$ cat src/verilog/corePkg.sv
package corePkg;
	localparam int NUM_CORES = 4;
	localparam int REG_W = 16;
	localparam int IMM_W = 8;
	localparam int MUL_CYCLES = 4;
	localparam int MUL_CNT_W = $clog2(MUL_CYCLES);

	// Immediates are zero-extended to REG_W
	typedef enum logic [2:0] {
		OP_NOP = 3'd0,
		OP_ADDI = 3'd1,
		OP_SUBI = 3'd2,
		OP_XORI = 3'd3,
		OP_SHLI = 3'd4,			// Shift by imm[3:0]
		OP_MULI = 3'd5,
		OP_ADDC = 3'd6			// Peer core in imm[1:0]
	} opcodeT;
endpackage

$ cat src/verilog/arrayCore.sv
`timescale 1ns/10ps

module arrayCore
	import corePkg::*;
(
	input logic clk,
	input logic reset,
	input logic start,
	input opcodeT insnOp,
	input logic [IMM_W-1:0] insnImm,
	input logic initR0,
	input logic [IMM_W-1:0] initValue,
	input logic [NUM_CORES*REG_W-1:0] peerR0,
	output logic [REG_W-1:0] r0,
	output logic ready
);
	logic [MUL_CNT_W-1:0] mulCount;
	logic [REG_W-1:0] mulResult;
	logic [REG_W-1:0] imm;
	logic [REG_W-1:0] peer;
	logic [REG_W-1:0] aluResult;

	assign imm = REG_W'(insnImm);
	assign peer = peerR0[insnImm[1:0]*REG_W +: REG_W];

	always_comb begin
		case (insnOp)
			OP_ADDI: aluResult = r0 + imm;
			OP_SUBI: aluResult = r0 - imm;
			OP_XORI: aluResult = r0 ^ imm;
			OP_SHLI: aluResult = r0 << insnImm[3:0];
			OP_ADDC: aluResult = r0 + peer;
			default: aluResult = r0;			// NOP, MULI handled below
		endcase
	end

	always_ff @(posedge clk) begin
		if (start && insnOp == OP_MULI)
			mulResult <= REG_W'(r0 * imm);
	end

	always_ff @(posedge clk) begin
		if (reset) begin
			r0 <= '0;
			ready <= 1'b1;
			mulCount <= '0;
		end else if (initR0) begin
			r0 <= REG_W'(initValue);
		end else if (start && insnOp == OP_MULI) begin
			ready <= 1'b0;
			mulCount <= MUL_CNT_W'(MUL_CYCLES - 2);
		end else if (start) begin
			r0 <= aluResult;
		end else if (!ready) begin
			if (mulCount == '0) begin
				ready <= 1'b1;				// Result lands with ready
				r0 <= mulResult;
			end else begin
				mulCount <= mulCount - 1'b1;
			end
		end
	end

	assert property (@(posedge clk) disable iff (reset) start |-> ready)
		else $error("start while core busy");
	assert property (@(posedge clk) disable iff (reset) $fell(ready) |-> ##(MUL_CYCLES-1) ready)
		else $error("multiply latency wrong");
endmodule

$ cat config.mk
export PLATFORM = sky130hd
export DESIGN_NAME = arrayCore
export DESIGN_NICKNAME = d
export VERILOG_FILES = /design/src/verilog/corePkg.sv /design/src/verilog/arrayCore.sv
export SDC_FILE = /design/constraint.sdc
export NUM_CORES = 1
export LEC_CHECK = 0
export BUFFER_PORTS_ARGS = -buffer_cell sky130_fd_sc_hd__buf_4
export CORE_ASPECT_RATIO = 0.7
export CORE_MARGIN = 2
export CORE_UTILIZATION = 50
export DETAILED_ROUTE_END_ITERATION = 10
export GPL_TIMING_DRIVEN = 0
export PLACE_DENSITY_LB_ADDON = 0.25
export SKIP_CTS_REPAIR_TIMING = 1
export SYNTH_ARGS = -nofsm -noshare
export SYNTH_HDL_FRONTEND = slang
export SYNTH_SLANG_ARGS = --single-unit
$ cat constraint.sdc
create_clock -name clk -period 11 [get_ports clk]
set_input_delay 0.55 -clock clk [delete_from_list [all_inputs] [get_ports clk]]
set_output_delay 0.55 -clock clk [all_outputs]
set_load 0.005 [all_outputs]
Yosys cells after proc, flatten, opt, wreduce, memory -nomap -nowiden

Index checks and enable logic that the tools add are counted.

Flip-flop bits (word level): 35
Input port bits: 87
Output and inout bits: 17
Word-level logic and storage cells: 52

Add/sub/neg operators: 4
Multiply operators: 1
Equal/unequal tests: 14
Shifts and indexed selects: 2
Multiplexer cells: 14
Bitwise logic cells: 3
Reductions and logical operators: 9

Operator list:

| operator           | number |
|---|---|
| $pmux 16 s5        | 1 |
| $shiftx 64x7->16   | 1 |
| $mux 16            | 3 |
| $add 16x16->16     | 1 |
| $add 16x8->16      | 1 |
| $mul 16x8->16      | 1 |
| $mux 8             | 2 |
| $shl 16x4->16      | 1 |
| $sub 16x8->16      | 1 |
| $xor 16x8->16      | 1 |
| $reduce_and 4->1   | 3 |
| $eq 3x3->1 const B | 3 |
| $mux 2             | 4 |
| $ne 7x1->1 const B | 1 |
| $eq 3x2->1 const B | 2 |
| $ne 2x2->1 const B | 3 |
| $ne 6x1->1 const B | 1 |
| $mux 1             | 4 |
| $ne 2x1->1 const B | 2 |
| $eq 3x1->1 const B | 1 |
| $ne 3x3->1 const B | 1 |
| $reduce_bool 3->1  | 1 |
| $logic_not 2->1    | 1 |
| $not 1->1          | 2 |
| other kinds (5)    | 5 |

Logic depth before layout (Yosys ltp)

Gate-level depths: netlist of run 1.

Word-level depth: 6
Depth in mapped cells: 20
Gate-level depth less buffers: 16

Least setup slack after synthesis of run 1

Ideal clock, no wire load.

Path kind: in2reg
Start: in insnImm[2]
End: reg mulResult[15], data pin
Setup time: 0.260 ns
Data arrival time: 4.942 ns
Required time: 10.740 ns
Setup slack: 5.798 ns
Stages on the path: 17
Path buffers: 3
Path through: clkbuf_1 clkbuf_1 clkbuf_1 nand2_1 fa_1 fa_1 inv_1 fa_1 inv_1 fa_1 inv_1 ha_1 o21ai_0 a21oi_1 o41ai_1 o21ai_0 xnor2_1

Word-level cells in the longest chain between the ends: 1

RTL lines:

| what                 | line            | RTL |
|---|---|---|
| from (decl)          | arrayCore.sv:10 | `input logic [IMM_W-1:0] insnImm,` |
| $mul 16x8->16        | arrayCore.sv:39 | `mulResult <= REG_W'(r0 * imm);` |
| to (signal assigned) | arrayCore.sv:39 |  |
| to (decl)            | arrayCore.sv:18 | `logic [REG_W-1:0] mulResult;` |

No other way between the ends.
A chain may end at the register's enable or synchronous reset.

Final worst setup path of run 1

Same ends and word-level chain as after synthesis.

==> summary.md, run 1 <==
| Metric | Value |
|---|---|
| WHS | `0.466 ns` |
| DRC viols | `0` |
| Routability cong. | `0.999` |
| Tcrit/Tclk final | `58.6%` |
| Share of layout cells above drive strength 1 | `18.8%` |
| Core Region | `13,300 sq um` |
| Synth unique cells | `63` |
| Total number of vias | `6,579` |
| Worst path max stage delay | `0.74 ns` |
| Power, Total | `0.745 mW` |
| Max frequency | `0.155 GHz` |
| CTS sink cnt | `35` |
| Final Util | `60.4%` |
| Most frequent cells in the layout | `buf_4, inv_1, nand2_1, and2_1, fa_1` |
| Crit Path Category | `in2reg` |
| Peak VDD IR | `0.0626 mV` |
| Slowest CP cell | `o41ai_1` |
| Clk pwr share | `23.4%` |
| Vias in the first global route | `6,412` |
| Largest net degree at the start of global routing | `15` |
| H-tree levels | `2` |
| Total die area | `14,600 sq um` |
| Slew HR | `26.1%` |
| Leakage Power | `3.59 nW` |
| Ys flop type | `dfxtp_1` |
| Post-DP Area | `7840 sq um` |
| TritonCTS Buffers | `5` |
| Yosys warns | `0` |
| CP most frequent cell | `fa_1` |
| Layout net count | `1,108` |
| DP Cell Count | `1,087` |
| Met1 wire length | `10,200 um` |
| Fin crit period | `6.45 ns` |
| Syn_nets | `999` |
| CP Max Fanout | `10` |
| WP data arrival | `6.49 ns` |
| First-pass GRT wire length | `35,700 um` |
| FP Rows | `35` |
| Worst clock skew | `0.00330 ns` |
| Syn avg cell area | `8.54 sq um` |
| Seq/Total Area, Yosys | `12.6%` |
| Post-DR wirelength/cell | `20.9 um` |
| Design Area, Final | `8010 sq um` |
| Unrepaired setup endpoints after global routing | `false` |
| Setup TNS | `0 ns` |
| Pins over their slew limit | `0` |
| Synth Register Bits | `35` |
| HP Class | `in2reg` |
| Comb pwr share | `54.7%` |
| Most common cell after layout, fill and taps aside | `buf_4` |
| Mapped Area | `6830 sq um` |
| Hold path cells | `2` |
| Critical Path Sink Type | `flop` |
| Area Growth Syn to Fin | `17.3%` |
| NetSw | `0.309 mW` |
| Flop pwr share | `21.9%` |
| GR Util All Layers | `32.4%` |
| Initial Util | `51.5%` |
| Pre-CTS setup slack | `4.40 ns` |
| FF-to-FF setup slack | `5.42 ns` |
| Startpoint types | `primary input` |
| Diodes inserted | `0` |
| Switching share of power | `41.5%` |
| Final Hold Fails | `0` |
| WL final | `22,900 um` |
| Max-cap violations | `0` |
| Iter 0 DRT Violations | `681` |
| Die width | `144 um` |
| Clk Latency, worst-skew pair | `0.29 ns` |
| R2R cell count | `15` |
| Post-synth EDFFs | `16` |
| Root Buffer | `clkbuf_16` |
| PortBufs | `101` |
| Clk slew on worst S/H paths | `0.06 ns` |
| Setup slack after layout | `4.55 ns` |
| CTS max path bufs | `2` |
| Status | `complete, no violations` |
| Cells after synthesis | `800` |
| Drt first pass iters | `7` |
| Initial antenna violation count | `0` |
| CP required | `11.04 ns` |
| Metal2 WL | `9240 um` |
| Worst Tran Pin Value | `1.11 ns` |
| Total grt overflow | `0` |
| Post-DP HPWL | `18,600 um` |
| Cell family with most CP delay | `adder cells` |
| Ys async rst share | `0%` |
| Fin cells | `1,095` |
| Vias per cell | `6.01` |
| TritonCTS clock tree | `done` |
| I/O Pins | `104` |
| WP buf/inv | `7` |
| Final setup viols | `0` |
| Pwr/cell area | `93.1 nW/um^2` |
| Worst path depth | `18` |
| Met3 wire length | `2950 um` |
| CP cell instances | `buf_4 -> clkbuf_1 -> clkbuf_1 -> clkbuf_1 -> nand2_1 -> fa_1 -> fa_1 -> inv_1 -> fa_1 -> inv_1 -> fa_1 -> inv_1 -> ha_1 -> o21ai_0 -> a21oi_1 -> o41ai_1 -> o21ai_0 -> xnor2_1` |
| Top routing layer used | `met5` |
| Number of antenna-violating nets in the routed design | `0` |
| Cell internal pwr | `0.436 mW` |
| Die height | `102 um` |
[registers in the layout, indices dropped and copies added (netlist names)]
signal     count
mulResult     16
r0            16
ready          1
mulCount       2
[power groups by stage]
stage	Combinational, mW	Clock (mW)	Sequential (mW)
final	0.408	0.174	0.163
after global routing	0.454	0.177	0.164
after CTS	0.406	0.172	0.163
after detailed placement	0.399	0	0.166
after global placement	0.398	0	0.166
after floorplan	0.275	0	0.161
[routing by layer]
metal / vias up / global-route usage, %
li1: 3010 / -
met1: 3125 / 46.6
met2: 395 / 47.3
met3: 45 / 10.5
met4: 4 / 6.26
met5: - / 7.24
[synthesized netlist by cell type, types with 19 or more instances]
cell type   n  area [sq um]
clkbuf_1   33           124
a211oi_1   19           143
fa_1       61          1220
nor3_1     19          95.1
ha_1       51           638
nor2_1     44           165
xnor2_1    23           201
o21ai_0    35           175
dfxtp_1    19           380
a21oi_1    41           205
nand2_1    74           278
mux4_2     28           631
and2_1     67           419
inv_1      86           323
[cell families after synthesis]
family	Yosys count	share of synthesized area [%]
AND/OR/NAND/NOR	270	20.1
AO/OA/AOI/OAI	170	16.5
buffers and inverters	142	8.48
adder cells (fa/ha/maj)	112	27.2
multiplexers	42	11.4
flip-flops	35	12.6
XOR/XNOR	29	3.72
[cell type report]
class,instances,area [sq um]
plain buffers,56,256
repair buffers,102,769
fillers,1202,5260
inverters,86,323
well taps,185,231
clock inverters,3,47.5
flip-flops and latches,35,861
clock buffers,5,125
multi-input cells,623,5400
[final timing paths]
kind | startpoint | end
hold reg to reg | mulCount[0] | mulCount[0]
setup / recovery | insnImm[2] | mulResult[15]
setup reg to reg | r0[4] | mulResult[15]
hold / removal | reset | ready
[worst reg2reg max path: stages (launching register included)]
cell      delay (ns)
dfxtp_1         0.54
clkbuf_1        0.49
nand2_1         0.15
fa_1            0.51
fa_1            0.55
inv_1           0.06
fa_1            0.48
inv_1           0.05
fa_1            0.47
inv_1           0.05
ha_1            0.32
o21ai_0         0.26
a21oi_1         0.11
o41ai_1         0.74
o21ai_0         0.34
xnor2_1         0.19
Note: power is estimated with default switching activity, not from simulation.
==> run 2: changes to the inputs <==
Clock period 11 ns to 6.1 ns, I/O delays scaled along.
==> summary.md, run 2 (same netlist as run 1, synthesis figures left out) <==
| Metric | Value |
|---|---|
| FP Rows | `35` |
| Post-DP HPWL | `18,600 um` |
| GR Util All Layers | `32.4%` |
| Leakage Power | `3.60 nW` |
| TritonCTS Buffers | `5` |
| WL final | `22,900 um` |
| Share of layout cells above drive strength 1 | `19.0%` |
| Drt first pass iters | `5` |
| Max frequency | `0.178 GHz` |
| Layout fillers | `1,203` |
| Root Buffer | `clkbuf_16` |
| Post-DR wirelength/cell | `20.9 um` |
| Final Util | `60.4%` |
| CP required | `6.14 ns` |
| Pwr/cell area | `168 nW/um^2` |
| Pins over their slew limit | `0` |
| Final Hold Fails | `0` |
| Diodes inserted | `0` |
| Slew HR | `22.2%` |
| PortBufs | `101` |
| H-tree levels | `2` |
| Largest net degree at the start of global routing | `15` |
| Critical Path Sink Type | `flop` |
| Design Area, Final | `8020 sq um` |
| CP Max Fanout | `10` |
| Worst path max stage delay | `0.55 ns` |
| Tcrit/Tclk final | `92.3%` |
| DRC viols | `0` |
| Initial antenna violation count | `0` |
| CP most frequent cell | `fa_1` |
| Unrepaired setup endpoints after global routing | `false` |
| Area Growth Syn to Fin | `17.4%` |
| Total grt overflow | `0` |
| Initial Util | `51.5%` |
| Total number of vias | `6,554` |
| Iter 0 DRT Violations | `648` |
| Status | `complete, no violations` |
| HP Class | `in2reg` |
| Total die area | `14,600 sq um` |
| Fin crit period | `5.63 ns` |
| Die width | `144 um` |
| CTS max path bufs | `2` |
| Largest regs | `mulResult (16), r0 (16), mulCount (2)` |
| Layout net count | `1,108` |
| Clk slew on worst S/H paths | `0.06 ns` |
| Core Region | `13,300 sq um` |
| Worst clock skew | `0.00480 ns` |
| CTS sink cnt | `35` |
| WHS | `0.217 ns` |
| Peak VDD IR | `0.114 mV` |
| Cell family with most CP delay | `adder cells` |
| Max-cap violations | `0` |
| Vias in the first global route | `6,412` |
| Most frequent cells in the layout | `buf_4, inv_1, nand2_1, and2_1, fa_1` |
| Slowest CP cell | `fa_1` |
| CP cell instances | `buf_4 -> clkbuf_1 -> clkbuf_2 -> clkbuf_1 -> nand2_1 -> fa_1 -> fa_1 -> inv_1 -> fa_1 -> inv_1 -> fa_1 -> inv_1 -> ha_1 -> o21ai_0 -> a21oi_1 -> o41ai_2 -> o21ai_0 -> xnor2_1` |
| Final setup viols | `0` |
| TritonCTS clock tree | `done` |
| Clk Latency, worst-skew pair | `0.30 ns` |
| Vias per cell | `5.99` |
| First-pass GRT wire length | `35,700 um` |
| Post-DP Area | `7840 sq um` |
| Startpoint types | `primary input` |
| Routability cong. | `0.999` |
| Number of antenna-violating nets in the routed design | `0` |
| Most common cell after layout, fill and taps aside | `buf_4` |
| I/O Pins | `104` |
| Worst Tran Pin Value | `1.16 ns` |
| WP buf/inv | `7` |
| WP data arrival | `5.68 ns` |
| Crit Path Category | `in2reg` |
| Die height | `102 um` |
[run 2: cell counts in the layout (fill, tap and decap cells not counted)]
No cell type changed its count.
[run 2: cell type report]
| class | instances | area, sq um | area share [%] |
|---|---|---|---|
| clock buffers | 5 | 125 | 1.56 |
| inverters | 86 | 323 | 4.03 |
| repair buffers | 102 | 769 | 9.60 |
| well taps | 185 | 231 | 2.89 |
| multi-input cells | 623 | 5400 | 67.4 |
| clock inverters | 3 | 47.5 | 0.593 |
| plain buffers | 56 | 258 | 3.21 |
| flip-flops and latches | 35 | 861 | 10.7 |
[run 2: layer usage]
metal	GRT usage (%)	wire [um]	vias up	part of all wire [%]
li1	-	-	3013	-
met1	46.6	10200	3137	45
met2	47.3	9220	349	40
met3	10.5	2850	51	12
met4	6.26	414	4	1.8
met5	7.24	149	-	0.65
[run 2: worst paths after layout]
path | from | to | slack (ns) | cells after the start
max reg2reg | r0[4] | mulResult[15] | 0.82 | 15
min | reset | ready | 0.22 | 2
max | insnImm[2] | mulResult[15] | 0.47 | 18
min reg2reg | mulCount[0] | mulCount[0] | 0.49 | 2
[run 2: stage by stage]
step                      setup TNS [ns]  worst slack [ns]  power [mW]  instances
after floorplan                        0              1.14       0.786        800
after global placement            -0.487            -0.320        1.02       1086
after detailed placement          -0.289            -0.251        1.02       1087
after CTS                              0            0.0131        1.33       1095
after global routing                   0             0.105        1.44       1095
final                                  0             0.467        1.35       1095
[run 2: report_power, final]
part / internal (mW) / switching (mW) / leakage [nW]
combinational: 0.318 / 0.420 / 3.21
clock: 0.195 / 0.118 / 0.0844
sequential: 0.274 / 0.0204 / 0.302
[run 2: worst reg2reg max path, stage by stage, from the launching register on]
cell	delay, ns
dfxtp_1	0.54
clkbuf_1	0.51
nand2_1	0.16
fa_1	0.51
fa_1	0.55
inv_1	0.06
fa_1	0.48
inv_1	0.05
fa_1	0.47
inv_1	0.05
ha_1	0.32
o21ai_0	0.26
a21oi_1	0.12
o41ai_2	0.47
o21ai_0	0.29
xnor2_1	0.18
