File: config.mk
export PLATFORM = sky130hd
export DESIGN_NAME = taskScheduler
export DESIGN_NICKNAME = d
export VERILOG_FILES = /design/src/verilog/schedPkg.sv /design/src/verilog/corePkg.sv /design/src/verilog/taskScheduler.sv
export SDC_FILE = /design/constraint.sdc
export NUM_CORES = 1
export LEC_CHECK = 0
export BUFFER_PORTS_ARGS = -buffer_cell sky130_fd_sc_hd__buf_2
export CELL_PAD_IN_SITES_DETAIL_PLACEMENT = 0
export CELL_PAD_IN_SITES_GLOBAL_PLACEMENT = 2
export CORE_UTILIZATION = 32
export DETAILED_ROUTE_END_ITERATION = 10
export PLACE_DENSITY = 0.86
export SETUP_SLACK_MARGIN = 0.2
export SLEW_MARGIN = 5
export SYNTH_ARGS = -nofsm -noshare
export SYNTH_HDL_FRONTEND = slang
export SYNTH_SLANG_ARGS = --single-unit
File: constraint.sdc
create_clock -name clk -period 4.5 [get_ports clk]
set_input_delay 0 -clock clk [delete_from_list [all_inputs] [get_ports clk]]
set_output_delay 0 -clock clk [all_outputs]
set_load 0.02 [all_outputs]
File: src/verilog/schedPkg.sv
package schedPkg;
	localparam int TASK_WORD_W = 48;
	localparam int TASK_DEPTH = 64;
	localparam int TASK_AW = $clog2(TASK_DEPTH);

	// Control frame fields
	localparam int ACT_LO = 0;
	localparam int R0M_LO = 4;
	localparam int MASK_W = 4;
	localparam int FENCE_LO = 8;
	localparam int FENCE_W = 2;
	localparam int FCNT_LO = 10;
	localparam int FCNT_W = 4;
	localparam int INIT_LO = 14;			// Core 0 lowest byte
	localparam int INIT_W = 8;

	// Instruction frame fields
	localparam int OPC_LO = 0;
	localparam int OPC_W = 3;
	localparam int IMM_LO = 3;

	localparam int APB_AW = 12;
	localparam int APB_DW = 32;
	localparam logic [APB_AW-1:0] ADDR_CONTROL = 12'h200;
	localparam logic [APB_AW-1:0] ADDR_STATUS = 12'h204;
	localparam logic [APB_AW-1:0] ADDR_R0_BASE = 12'h210;
	localparam int COUNT_W = 8;

	typedef enum logic [FENCE_W-1:0] {
		FENCE_NONE = 2'd0,
		FENCE_ACQ = 2'd1,
		FENCE_REL = 2'd2
	} fenceT;

	typedef enum logic [2:0] {
		IDLE, FETCH_CTRL, DECODE_CTRL, FETCH_INSN, ISSUE, DRAIN, HALT
	} schedStateT;
endpackage

File: src/verilog/corePkg.sv
package corePkg;
	localparam int NUM_CORES = 4;
	localparam int REG_W = 16;
	localparam int IMM_W = 8;
	localparam int MUL_CYCLES = 4;
	localparam int MUL_CNT_W = $clog2(MUL_CYCLES);

	// Immediates are zero-extended to REG_W
	typedef enum logic [2:0] {
		OP_NOP = 3'd0,
		OP_ADDI = 3'd1,
		OP_SUBI = 3'd2,
		OP_XORI = 3'd3,
		OP_SHLI = 3'd4,			// Shift by imm[3:0]
		OP_MULI = 3'd5,
		OP_ADDC = 3'd6			// Peer core in imm[1:0]
	} opcodeT;
endpackage

File: src/verilog/taskScheduler.sv
`timescale 1ns/10ps

module taskScheduler
	import schedPkg::*;
	import corePkg::*;
(
	input logic clk,
	input logic reset,
	input logic go,
	input logic [TASK_WORD_W-1:0] taskWord,
	input logic [NUM_CORES-1:0] ready,
	output logic [TASK_AW-1:0] taskAddr,
	output logic [NUM_CORES-1:0] start,
	output opcodeT insnOp,
	output logic [IMM_W-1:0] insnImm,
	output logic [NUM_CORES-1:0] initR0,
	output logic [NUM_CORES*IMM_W-1:0] initValue,
	output logic busy,
	output logic done,
	output logic taskDone
);
	schedStateT state;
	logic [TASK_AW-1:0] taskPtr;
	logic [FCNT_W-1:0] framesLeft;
	logic [NUM_CORES-1:0] activeMask;
	logic pendingRel;				// Last task was REL
	logic [MASK_W-1:0] ctrlActive;
	logic [MASK_W-1:0] ctrlR0Mask;
	fenceT ctrlFence;
	logic [FCNT_W-1:0] ctrlFrames;
	logic allReady;
	logic fenceOk;
	logic accept;
	logic issue;

	assign allReady = &ready;
	assign fenceOk = (ctrlFence == FENCE_ACQ || pendingRel) ? allReady
		: ((ctrlActive | ctrlR0Mask) & ~ready) == '0;
	assign accept = state == DRAIN && ctrlActive != '0 && fenceOk;
	assign issue = state == ISSUE && (activeMask & ~ready) == '0;

	// Next frame fetched while the current one issues
	assign taskAddr = issue ? taskPtr + 1'b1 : taskPtr;
	assign start = issue ? activeMask : '0;
	assign insnOp = opcodeT'(taskWord[OPC_LO +: OPC_W]);
	assign insnImm = taskWord[IMM_LO +: IMM_W];
	assign initR0 = accept ? ctrlR0Mask : '0;
	assign taskDone = (issue && framesLeft == 1) || (accept && ctrlFrames == '0);

	always_ff @(posedge clk) begin
		if (state == DECODE_CTRL) begin
			ctrlActive <= taskWord[ACT_LO +: MASK_W];
			ctrlR0Mask <= taskWord[R0M_LO +: MASK_W];
			ctrlFence <= fenceT'(taskWord[FENCE_LO +: FENCE_W]);
			ctrlFrames <= taskWord[FCNT_LO +: FCNT_W];
			initValue <= taskWord[INIT_LO +: NUM_CORES*INIT_W];
		end
	end

	always_ff @(posedge clk) begin
		if (reset) begin
			state <= IDLE;
			taskPtr <= '0;
			framesLeft <= '0;
			activeMask <= '0;
			pendingRel <= 1'b0;
			busy <= 1'b0;
			done <= 1'b0;
		end else begin
			case (state)
				IDLE, HALT: begin
					if (go) begin
						state <= FETCH_CTRL;
						taskPtr <= '0;
						pendingRel <= 1'b0;
						busy <= 1'b1;
						done <= 1'b0;
					end
				end
				FETCH_CTRL: state <= DECODE_CTRL;
				DECODE_CTRL: state <= DRAIN;
				DRAIN: begin
					if (ctrlActive == '0) begin		// End of program
						if (allReady) begin
							state <= HALT;
							busy <= 1'b0;
							done <= 1'b1;
						end
					end else if (accept) begin
						activeMask <= ctrlActive;
						pendingRel <= ctrlFence == FENCE_REL;
						framesLeft <= ctrlFrames;
						taskPtr <= taskPtr + 1'b1;
						state <= (ctrlFrames == '0) ? FETCH_CTRL : FETCH_INSN;
					end
				end
				FETCH_INSN: state <= ISSUE;
				ISSUE: begin
					if (issue) begin
						taskPtr <= taskPtr + 1'b1;
						framesLeft <= framesLeft - 1'b1;
						if (framesLeft == 1)
							state <= FETCH_CTRL;
					end
				end
				default: state <= IDLE;
			endcase
		end
	end
endmodule

== Yosys cells after proc, flatten, opt, wreduce, memory -nomap -nowiden ==
Cells that the tools add are included.

* Bits in registers: 66
* Logic and storage cells: 92

* $add $sub $neg: 2
* Equal/unequal tests: 18
* Muxes and demuxes: 31
* Bitwise gates (word level): 5
* Reduce and logical (&&, ||, !) cells: 24

{| class="wikitable"
|+ Operator list
! operator !! count
|-
| 6-bit 2-to-1 mux || 4
|-
| 4-bit 2-to-1 mux || 5
|-
| 4-bit AND reduction || 5
|-
| 3-bit 2-to-1 mux || 6
|-
| 3-bit case mux with 6 select lines || 1
|-
| 6-bit case mux with 3 select lines || 1
|-
| 4-bit logical NOT || 4
|-
| 2-bit inequality test, second input constant || 5
|-
| 3-bit == test, second input constant || 3
|-
| 1-bit 2-to-1 mux || 9
|-
| 4-bit AND || 2
|-
| 4-bit case mux with 2 select lines || 1
|-
| 6-bit by 1-bit adder with 6-bit output, second input constant || 1
|-
| 3-bit by 2-bit == test with 1-bit output, second input constant || 2
|-
| 1-bit case mux with 2 select lines || 3
|-
| 1-bit logical AND || 5
|-
| 5-bit AND reduction || 1
|-
| 4-bit by 1-bit == test with 1-bit output, second input constant || 1
|-
| 2-bit by 1-bit inequality test with 1-bit output, second input constant || 2
|-
| 4-bit inverter || 1
|-
| 4-bit bitwise OR || 1
|-
| 2-bit nonzero test || 2
|-
| 4-bit nonzero test || 1
|-
| 4-bit by 1-bit subtractor with 4-bit output, second input constant || 1
|-
| other kinds (12) || 13
|}

== Longest topological paths before layout ==
Gate-level depths: netlist of the first run.

* Depth after elaboration: 8
* Depth in mapped cells: 7

== Worst setup path before layout of the first run ==
Ideal clock, no wire load.

* Path type: flip-flop to flip-flop
* Start: register state[2]
* End: register ctrlActive[0] (enable)
* Library setup time: 450 ps
* Data arrival time: 2497 ps
* Required time: 4050 ps
* Slack: 1554 ps
* Cell stages (with the launch flop): 3
* Buffers on the path: 0
* Cells stage by stage: dfxtp_1 -> nand2b_1 -> nor2_1

* Longest elaborated chain between the ends: 1

{| class="wikitable"
|+ Ends and longest elaborated chain
! element !! RTL line !! RTL
|-
| from (decl) || taskScheduler.sv:22 || <nowiki>schedStateT state;</nowiki>
|-
| from (signal assigned) || taskScheduler.sv:94 || <nowiki>state <= (ctrlFrames == '0) ? FETCH_CTRL : FETCH_INSN;</nowiki>
|-
| 3-bit by 2-bit == test with 1-bit output || taskScheduler.sv:51 || <nowiki>if (state == DECODE_CTRL) begin</nowiki>
|-
| to (signal assigned) || taskScheduler.sv:52 || <nowiki>ctrlActive <= taskWord[ACT_LO +: MASK_W];</nowiki>
|-
| to (decl) || taskScheduler.sv:27 || <nowiki>logic [MASK_W-1:0] ctrlActive;</nowiki>
|}

Every way passes these cells.
A chain may end at the register's enable or synchronous reset.

== Worst setup path after layout of the first run ==
* Start: register state[0]
* End: output taskDone

* Longest elaborated chain between the ends: 5
* Elaborated cells between the ends (all ways): 8

{| class="wikitable"
|+ Ends and longest elaborated chain
! element !! RTL line !! RTL
|-
| 3-bit == test || taskScheduler.sv:39 || <nowiki>assign accept = state == DRAIN && ctrlActive != '0 && fenceOk;</nowiki>
|-
| 1-bit logical AND (2 in a row) || taskScheduler.sv:39 ||
|-
| 1-bit logical AND || taskScheduler.sv:48 || <nowiki>assign taskDone = (issue && framesLeft == 1) || (accept && ctrlFrames == '0);</nowiki>
|-
| 1-bit logical OR (*) || taskScheduler.sv:48 ||
|-
| to (decl) || taskScheduler.sv:20 || <nowiki>output logic taskDone</nowiki>
|}

Every way passes the cells marked *; elsewhere a longest branch is shown, timed or not.

==> results of run 1 <==
metrics by stage:
stage,setup slack [ns],instances,hold slack [ns]
after global routing,1.85,502,0.0761
final,1.98,502,0.0646
after global placement,2.18,441,0.176
after detailed placement,2.19,441,0.178
after CTS,1.97,502,0.0449
after floorplan,1.55,238,0.0989
cell usage in the layout (no fill, tap or decap), drive strengths merged, types with 3 or more instances in the layout:
| master | instances |
|---|---|
| edfxtp | 46 |
| o2111ai | 4 |
| and2 | 7 |
| ha | 3 |
| o21ai | 8 |
| clkbuf | 9 |
| nand2b | 8 |
| a21oi | 12 |
| o21bai | 3 |
| buf | 113 |
| dlygate4sd3 | 46 |
| dfxtp | 20 |
| nor2 | 23 |
| nor3 | 6 |
| xor2 | 3 |
| o311ai | 3 |
| o31ai | 3 |
| inv | 6 |
| nand3 | 6 |
| mux2i | 4 |
| nand4b | 4 |
| nand2 | 19 |
power by group:
| part | leakage [µW] | internal [µW] | switching [µW] |
|---|---|---|---|
| combinational | 0.000997 | 194 | 343 |
| sequential | 0.000580 | 765 | 67.6 |
| clock | 0.000102 | 310 | 235 |
sequential cells by signal, indices dropped and copies added, names as in the netlist, 3 cells and up:
signal / cells
taskPtr: 6
initValue: 32
ctrlActive: 4
ctrlFrames: 4
framesLeft: 4
ctrlR0Mask: 4
activeMask: 4
state: 3
cell type report:
| class | instances | share of cell area [%] |
|---|---|---|
| Multi-Input combinational cell | 148 | 22.9 |
| Sequential cell | 66 | 43.1 |
| Inverter | 6 | 0.545 |
| Clock buffer | 9 | 3.00 |
| Tap cell | 108 | 3.27 |
| Timing Repair Buffer | 159 | 24.9 |
| Clock inverter | 6 | 2.24 |
layer usage:
metal  vias to the layer above  GRT usage (%)
li1                       1175              -
met1                      1068           19.3
met3                         7           6.65
met5                         -              0
met4                         0           6.13
met2                        93           24.9
cell families after synthesis:
kind of cell | Yosys count
compound gates | 46
xor+xnor | 5
buf+inv | 24
mux | 4
fa+ha+maj | 3
flops | 66
simple gates | 90
worst paths after layout:
kind | start | slack (ns) | endpoint
setup / recovery | state[0] | 1.98 | taskDone
hold / removal | reset | 0.06 | activeMask[3]
setup reg to reg | state[0] | 2.16 | framesLeft[2]
hold reg to reg | framesLeft[1] | 0.48 | framesLeft[1]
==> metrics.yaml, run 1 <==
synth:
  synth_ff_type: "edfxtp_1"
  synth_top_area_share_pct: 48.3
  ys_ff_latch: 66
  synthCells: 238
  async_reset_ff_share_pct: 0
  synth.area.mux_share_pct: 1.40
  synthSimpleGateAreaFrac_pct: 17.4
  synth_common_cells: "46 x edfxtp_1, 21 x nor2_1, 20 x dfxtp_1"
  yosysTopAreaCell: "edfxtp_1"
  ys_seq_area_share_pct: 62.3
  syn_area_um2: 2860
  synth_edf_count: 46
  synth.distinct_cells: 50
  synthAdderAreaFrac_pct: 1.31
  synth.net_count: 296
  yosysWarnings: 0
  synthXorXnorAreaFrac_pct: 1.53
  syn_area_per_cell_um2: 12.0
  synthTopCellsByArea: "edfxtp_1 48%, dfxtp_1 14%, buf_4 2.9%, nor2_1 2.8%, nand2_1 2.5%"
  synth_top_family_by_area: "simple AND/OR/NAND/NOR gates"
  yosysMostFrequentCell: "edfxtp_1"
  synth_compound_area_share_pct: 11.2
power_and_ir_drop:
  power_density_nw_per_um2: 463
  p_total_uw: 1910
  leakage_uw: 0.00168
  irDropWorstVdd_v: 0.000260
sta:
  hold_viol: 0
  period_needed_ns: 2.52
  slew_violations: 0
  timing.final.crit_share_pct: 56.0
  fmax_mhz: 396
  finalClockSkew_ns: 0.0137
  tightestPinTransition_ns: 0.791
  finalSetupViolations: 0
  max_slew_margin_pct: 47.2
  setup-tns-final_ns: 0
  rsz0062_at_grt: "no"
clock_tree:
  tritoncts: "done"
  post_cts_buffers: 0
  cts_buffers: 9
  cts_resized: 0
  cts_max_level: 3
  hold_buffers: 46
  cts_root_buffer: "clkbuf_8"
  clock_latency_ns: 0.35
  cts.path.max_buffers: 2
  clkSinkCount: 66
  clk_pin_slew_ns: 0.07
worst_setup_path:
  crit_path_end_kind: "output port"
  cp.depth: 6
  start_kind: "register"
  cp_slowest_cell: "dfxtp_1"
  critPathMaxFanout: 14
  critPathBufInv: 1
  worstPathArrival_ns: 2.52
  crit_type: "register to output port"
  critical_path.max_stage_delay_ns: 0.66
  reg2reg_depth: 6
  worstPathRequired_ns: 4.50
  path_delay_family: "simple AND/OR/NAND/NOR gates"
  path_cells: "nand3b_4, or4_4, o21ai_4, nand2_1, o21ai_1, buf_2"
routing:
  wl_met2_mm: 3.22
  routed_wl_mm: 7.18
  wl_per_cell_um: 14.3
  wl_met3_um: 582
  first_pass_iters: 4
  final_antenna_net_count: 0
  vias: 2343
  top_layer_used: "met4"
  wl_met1_mm: 3.26
  via_per_inst: 4.67
  drt-initial-drc-count: 76
  route.detailed.drc: 0
placed_design:
  hpwl_mm: 4.53
  placed_area_um2: 3460
  place.gp.congestion: 0.751
  io_buffer_count: 112
layout:
  nFillCells: 787
  synthToLayoutAreaGrowth_pct: 44.4
  drive_gt1_share_pct: 34.8
  utilization_pct: 47.6
  n_antenna_cell: 0
  final_nets: 448
  multi_input_area_um2: 948
  seq_area_um2: 1780
  finalInstanceArea_um2: 4130
floorplan:
  fp.coreArea_um2: 8680
  dieArea_um2: 9320
  die_y_um: 96.6
  initial_utilization_pct: 33.0
  dieWidth_um: 96.6
  fp-row-count: 34
  io_pins: 115
global_routing:
  grt_max_degree: 41
  antenna_found_initial: 0
  grt_pass1_wl_mm: 11.0
  grt_use_total_pct: 15.8
  gr-total-overflow: 0
  grt_pass1_vias: 2366
hold_path:
  hold_class: "input pin to register"
  min_delay_path_depth: 2
run:
  maxCapViolCount: 0
run_status:
  status: "finished, final reports clean"
Power figures use the tool's default switching activity.
==> run 2: changes to the inputs <==
Settings changed: ABC_AREA set to 1, CORE_UTILIZATION 32 to 26, PLACE_DENSITY 0.86 to 0.77.
Clock period 4.5 ns to 2.32 ns, I/O delays scaled along.
==> run 2 against run 1 <==
Net effect: non-clock buffer count rose by 1; die area rose by 26%; area after synthesis rose by 3.1%; wire length rose by 7.6%; clock-buffer cell count rose by 1; via count rose by 8.1%; clock skew fell by 0.0079 ns; sequential power rose by 96%; critical path depth rose by 2; clock power rose to 2.9 times the previous value; cell count rose by 19%; sequential cell count did not move.
==> metrics.yaml, run 2 <==
placed_design:
  dp.cells: 535
  io_buffer_count: 112
  place.gp.congestion: 0.740
  hpwl_mm: 5.02
  placed_area_um2: 3600
sta:
  tightestPinTransition_ns: 0.585
  period_needed_ns: 1.81
  finalSetupViolations: 0
  fmax_mhz: 551
  rsz0062_at_grt: "no"
  slew_violations: 0
  hold_viol: 0
  max_slew_margin_pct: 61.0
  finalClockSkew_ns: 0.00582
  timing.final.crit_share_pct: 78.2
  setup-tns-final_ns: 0
clock_tree:
  cts_max_level: 3
  cts_root_buffer: "clkbuf_16"
  clk_pin_slew_ns: 0.06
  cts.path.max_buffers: 2
  cts_resized: 0
  hold_buffers: 46
  tritoncts: "done"
  clock_latency_ns: 0.33
  post_cts_buffers: 0
  clkSinkCount: 66
  cts_buffers: 9
synth:
  yosysWarnings: 0
  synth.net_count: 354
  yosysTopAreaCell: "edfxtp_1"
  syn_area_um2: 2950
  synthCells: 296
  async_reset_ff_share_pct: 0
  synth_common_cells: "66 x nand2_1, 46 x edfxtp_1, 31 x nor2_1"
  synth_ff_type: "edfxtp_1"
  synth.distinct_cells: 32
  synth_top_area_share_pct: 46.8
  syn_area_per_cell_um2: 9.97
  yosysMostFrequentCell: "nand2_1"
  synthTopCellsByArea: "edfxtp_1 47%, dfxtp_1 14%, nand2_1 8.4%, nor2_1 3.9%, inv_1 3.4%"
  synth_edf_count: 46
  ys_seq_area_share_pct: 60.4
  ys_ff_latch: 66
floorplan:
  initial_utilization_pct: 27.0
  io_pins: 115
  dieWidth_um: 109
  dieArea_um2: 11800
  die_y_um: 109
  fp.coreArea_um2: 10900
  fp-row-count: 38
power_and_ir_drop:
  power_density_nw_per_um2: 1010
  netSwitchingPower_uw: 1460
  p_total_uw: 4450
  swShare_pct: 32.9
  clockPowerShare_pct: 35.1
  pwr-share-comb_pct: 28.2
  irDropWorstVdd_v: 0.000599
  leakage_uw: 0.00190
  p_seq_share_pct: 36.6
  internal_power_uw: 2990
worst_setup_path:
  start_kind: "register"
  worstPathRequired_ns: 2.32
  crit_type: "register to output port"
  crit_path_end_kind: "output port"
  reg2reg_slack_ns: 0.64
  critPathMaxFanout: 14
  worstPathArrival_ns: 1.81
layout:
  synthToLayoutAreaGrowth_pct: 49.3
  final_cells: 597
  reg.largest.list: "initValue: 32 flops, taskPtr: 6 flops"
  regMostFlops: "initValue"
  final_nets: 510
  drive_gt1_share_pct: 34.6
  nFillCells: 1070
  layout_common_cells: "112 x buf_2, 66 x nand2_1, 46 x edfxtp_1, 46 x dlygate4sd3_1, 30 x nor2_1"
  finalInstanceArea_um2: 4410
  final_common_cell: "buf_2"
  largest_reg_flops: 32
  n_antenna_cell: 0
run_status:
  status: "finished, final reports clean"
run:
  maxCapViolCount: 0
routing:
  route.detailed.drc: 0
  final_antenna_net_count: 0
  wl_per_cell_um: 12.9
  drt-initial-drc-count: 116
  vias: 2532
  routed_wl_mm: 7.73
  via_per_inst: 4.24
  first_pass_iters: 6
global_routing:
  grt_pass1_vias: 2495
  grt_use_total_pct: 13.8
  grt_max_degree: 47
  grt_pass1_wl_mm: 12.1
  antenna_found_initial: 0
  gr-total-overflow: 0
hold_path:
  hold_class: "input pin to register"
==> run 2: cell types whose count changed after synthesis, moves of 8 or more <==
| cell | before | now |
|---|---|---|
| nor2_1 | 21 | 31 |
| nand2_1 | 19 | 66 |
| o21ai_0 | 4 | 12 |
| inv_1 | 6 | 27 |
| nand2b_1 | 8 | 0 |
| nand3_1 | 6 | 14 |
==> run 2: power groups by stage <==
stage	combinational [µW]	clock [µW]	sequential (µW)
global placement	1210	0	1650
finish	1260	1560	1630
detailed placement	1210	0	1650
floorplan	739	0	1760
CTS	1270	1590	1630
global route	1400	1640	1650
==> run 2: through the flow <==
step	util [%]	hold slack [ns]	setup WS [ns]
floorplan	-	0.0989	0.676
global placement	33.0	0.176	0.647
detailed placement	33.0	0.178	0.654
CTS	40.3	0.0126	0.490
global route	40.3	0.0358	0.333
finish	40.3	0.00168	0.506
==> run 2: cell families after synthesis <==
| logic type | after synthesis | share of synthesized area [%] |
|---|---|---|
| adder cells (fa/ha/maj) | 3 | 1.27 |
| buffers and inverters | 46 | 7.72 |
| AND/OR/NAND/NOR | 135 | 21.1 |
| AO/OA/AOI/OAI | 42 | 8.39 |
| XOR/XNOR | 4 | 1.19 |
| flip-flops | 66 | 60.4 |
==> run 2: path summary, 6_finish.rpt <==
| kind | startpoint | to | cells after the start |
|---|---|---|---|
| min reg2reg | pendingRel | pendingRel | 2 |
| max | ctrlActive[3] | initR0[1] | 8 |
| min | reset | taskPtr[1] | 2 |
| max reg2reg | ctrlActive[3] | framesLeft[1] | 10 |
==> run 2: layout make-up <==
| cell class | count | area (µm²) | area share, % |
|---|---|---|---|
| Sequential cell | 66 | 1780 | 40.4 |
| Timing Repair Buffer | 160 | 1040 | 23.5 |
| Multi-Input combinational cell | 184 | 950 | 21.6 |
| Clock buffer | 10 | 229 | 5.20 |
| Tap cell | 140 | 175 | 3.98 |
| Inverter | 31 | 121 | 2.75 |
| Clock inverter | 6 | 113 | 2.56 |
==> run 2: critical path: stages, from the launching register on <==
cell and delay, ns:
edfxtp_1 0.42, nor2_1 0.15, nor2_1 0.06, nor2_1 0.08, nand3_1 0.13, nand2_1 0.12
nand2_2 0.19, nor2_1 0.15, buf_2 0.18
==> run 2: layer usage <==
metal | track usage (%) | vias up | routed length (µm)
met5 | 0 | - | 0
met4 | 6.66 | 0 | 143
met3 | 4.04 | 11 | 552
met2 | 22.2 | 97 | 3570
met1 | 17.0 | 1138 | 3460
li1 | - | 1286 | -
==> run 3: changes to the inputs <==
Settings changed: CORE_UTILIZATION 26 to 28, PLACE_DENSITY 0.77 to 0.79.
Clock period 2.32 ns to 1.8 ns, I/O delays scaled along.
==> run 3 against run 2 <==
Net effect: clock power shrank 29%; register-to-register slack lost 0.54 ns; critical endpoint unchanged; sequential share of layout area shrank 3.5 points; worst hold slack gained 0.17 ns; sequential power grew 30%; cell count grew 3.9%; first-iteration DRC count shrank 20%.
==> metrics.yaml, run 3 (synthesis results as in run 2) <==
run_status:
  status: "finished, final reports clean"
sta:
  fmax_mhz: 581
  timing.final.crit_share_pct: 95.5
  max_slew_margin_pct: 71.5
  slew_violations: 0
  period_needed_ns: 1.72
  rsz0062_at_grt: "yes"
  setup-tns-final_ns: 0
  hold_viol: 0
  tightestPinTransition_ns: 0.427
  finalClockSkew_ns: 0.00951
  finalSetupViolations: 0
clock_tree:
  clock_latency_ns: 0.34
  clk_pin_slew_ns: 0.08
  cts.path.max_buffers: 2
  cts_root_buffer: "clkbuf_8"
  clkSinkCount: 66
  tritoncts: "done"
  cts_max_level: 3
  cts_buffers: 9
routing:
  drt-initial-drc-count: 93
  route.detailed.drc: 0
  via_per_inst: 4.33
  wl_per_cell_um: 13.4
  final_antenna_net_count: 0
  first_pass_iters: 6
  routed_wl_mm: 8.31
  vias: 2682
layout:
  drive_gt1_share_pct: 48.1
  reg.largest.list: "initValue: 32 flops, taskPtr: 6 flops"
  multi_input_area_um2: 1230
  final_common_cell: "buf_2"
  nFillCells: 980
  final_cells: 620
  final_nets: 537
  synthToLayoutAreaGrowth_pct: 64.6
  regMostFlops: "initValue"
  largest_reg_flops: 32
  n_antenna_cell: 0
  seq_area_um2: 1790
  layout_common_cells: "97 x buf_2, 53 x nand2_1, 47 x dlygate4sd3_1"
global_routing:
  grt_use_total_pct: 15.4
  gr-total-overflow: 0
  grt_max_degree: 40
  antenna_found_initial: 0
  grt_pass1_vias: 2678
  grt_pass1_wl_mm: 13.0
worst_setup_path:
  critPathMaxFanout: 5
  cp_slowest_cell: "edfxtp_1"
  crit-reg2reg-capture: "framesLeft[1]"
  r2r_start: "ctrlActive[1]"
  crit_path_end_kind: "output port"
  path_delay_family: "simple AND/OR/NAND/NOR gates"
  crit_type: "register to output port"
  critical_path.max_stage_delay_ns: 0.44
  path_cells: "o21ai_0, nand3_2, nand2_4, nand2_8, buf_6, nor2_4, buf_6"
  worstPathArrival_ns: 1.72
  start_kind: "register"
  crit_top_cell: "buf_6"
  startpoint: "ctrlActive[1]"
  reg2reg_depth: 10
  critPathBufInv: 2
  reg2reg_slack_ns: 0.10
  worstPathRequired_ns: 1.80
floorplan:
  fp-row-count: 37
  dieArea_um2: 11000
  initial_utilization_pct: 28.7
  die_y_um: 105
  dieWidth_um: 105
  io_pins: 115
  fp.coreArea_um2: 10300
power_and_ir_drop:
  power_density_nw_per_um2: 1110
  irDropWorstVdd_v: 0.000633
  leakage_uw: 0.00202
placed_design:
  io_buffer_count: 112
  dp.cells: 535
  hpwl_mm: 5.17
  place.gp.congestion: 0.732
run:
  maxCapViolCount: 0
hold_path:
  hold_class: "input pin to register"
  min_to: "pendingRel"
  hold_start: "go"
  min_delay_path_depth: 5
==> run 3: worst register-to-register path, delay by kind of cell (launching register included) <==
kind	cells	cell delay, ns
AO/OA/AOI/OAI	1	0.24
AND/OR/NAND/NOR	6	0.58
buffers and inverters	3	0.33
flip-flops	1	0.44
==> run 3: repair_timing <==
action	4_1_cts	5_1_grt
pin swaps	9	23
gates cloned	0	1
hold buffers	47	0
resized for setup	31	81
hold endpoints to repair	48	0
setup endpoints to repair	18	35
setup buffers	6	15
==> run 3: how the worst max path moves through the flow <==
stage / end / slack, ns / cells past startpoint
final: initR0[1] / 0.08 / 7
after global routing: initR0[0] / -0.004 / 9
after CTS: initR0[1] / 0.08 / 9
after detailed placement: framesLeft[1] / 0.19 / 10
after global placement: framesLeft[1] / 0.18 / 10
after floorplan: ctrlActive[0] / 0.21 / 3
==> run 3: area by class of cell <==
cell class,instances,share of cell area (%)
Timing Repair Buffer,186,27.9
Multi-Input combinational cell,185,25.4
Tap cell,136,3.50
Sequential cell,66,36.9
Clock buffer,9,2.55
Inverter,31,2.81
Clock inverter,7,0.953
==> run 3: through the flow <==
| step | instance area [µm²] | hold slack, ns | utilization (%) | setup WS [ns] | power [µW] |
|---|---|---|---|---|---|
| 2_1_floorplan | 2970 | 0.0989 | - | 0.211 | 3250 |
| 3_3_place_gp | 3650 | 0.177 | 35.5 | 0.183 | 3720 |
| 3_5_place_dp | 3650 | 0.178 | 35.5 | 0.190 | 3740 |
| 4_1_cts | 4450 | 0.145 | 43.3 | 0.0821 | 5030 |
| 5_1_grt | 4860 | 0.183 | 47.3 | -0.00415 | 5730 |
| 6_report | 4860 | 0.172 | 47.3 | 0.0802 | 5380 |
==> run 3: power by group <==
part	switching (µW)	total (µW)	internal, µW
logic	1320	2150	837
registers	145	2120	1970
clock network	610	1110	497
==> run 3: metal layers <==
layer | up-vias | share of wire (%) | wire length (µm) | track usage [%]
met3 | 14 | 6.5 | 539 | 5.18
met4 | 0 | 1.8 | 149 | 5.94
met5 | - | 0 | 0 | 0
met1 | 1226 | 43 | 3580 | 18.7
met2 | 101 | 49 | 4040 | 25.4
li1 | 1341 | - | - | -
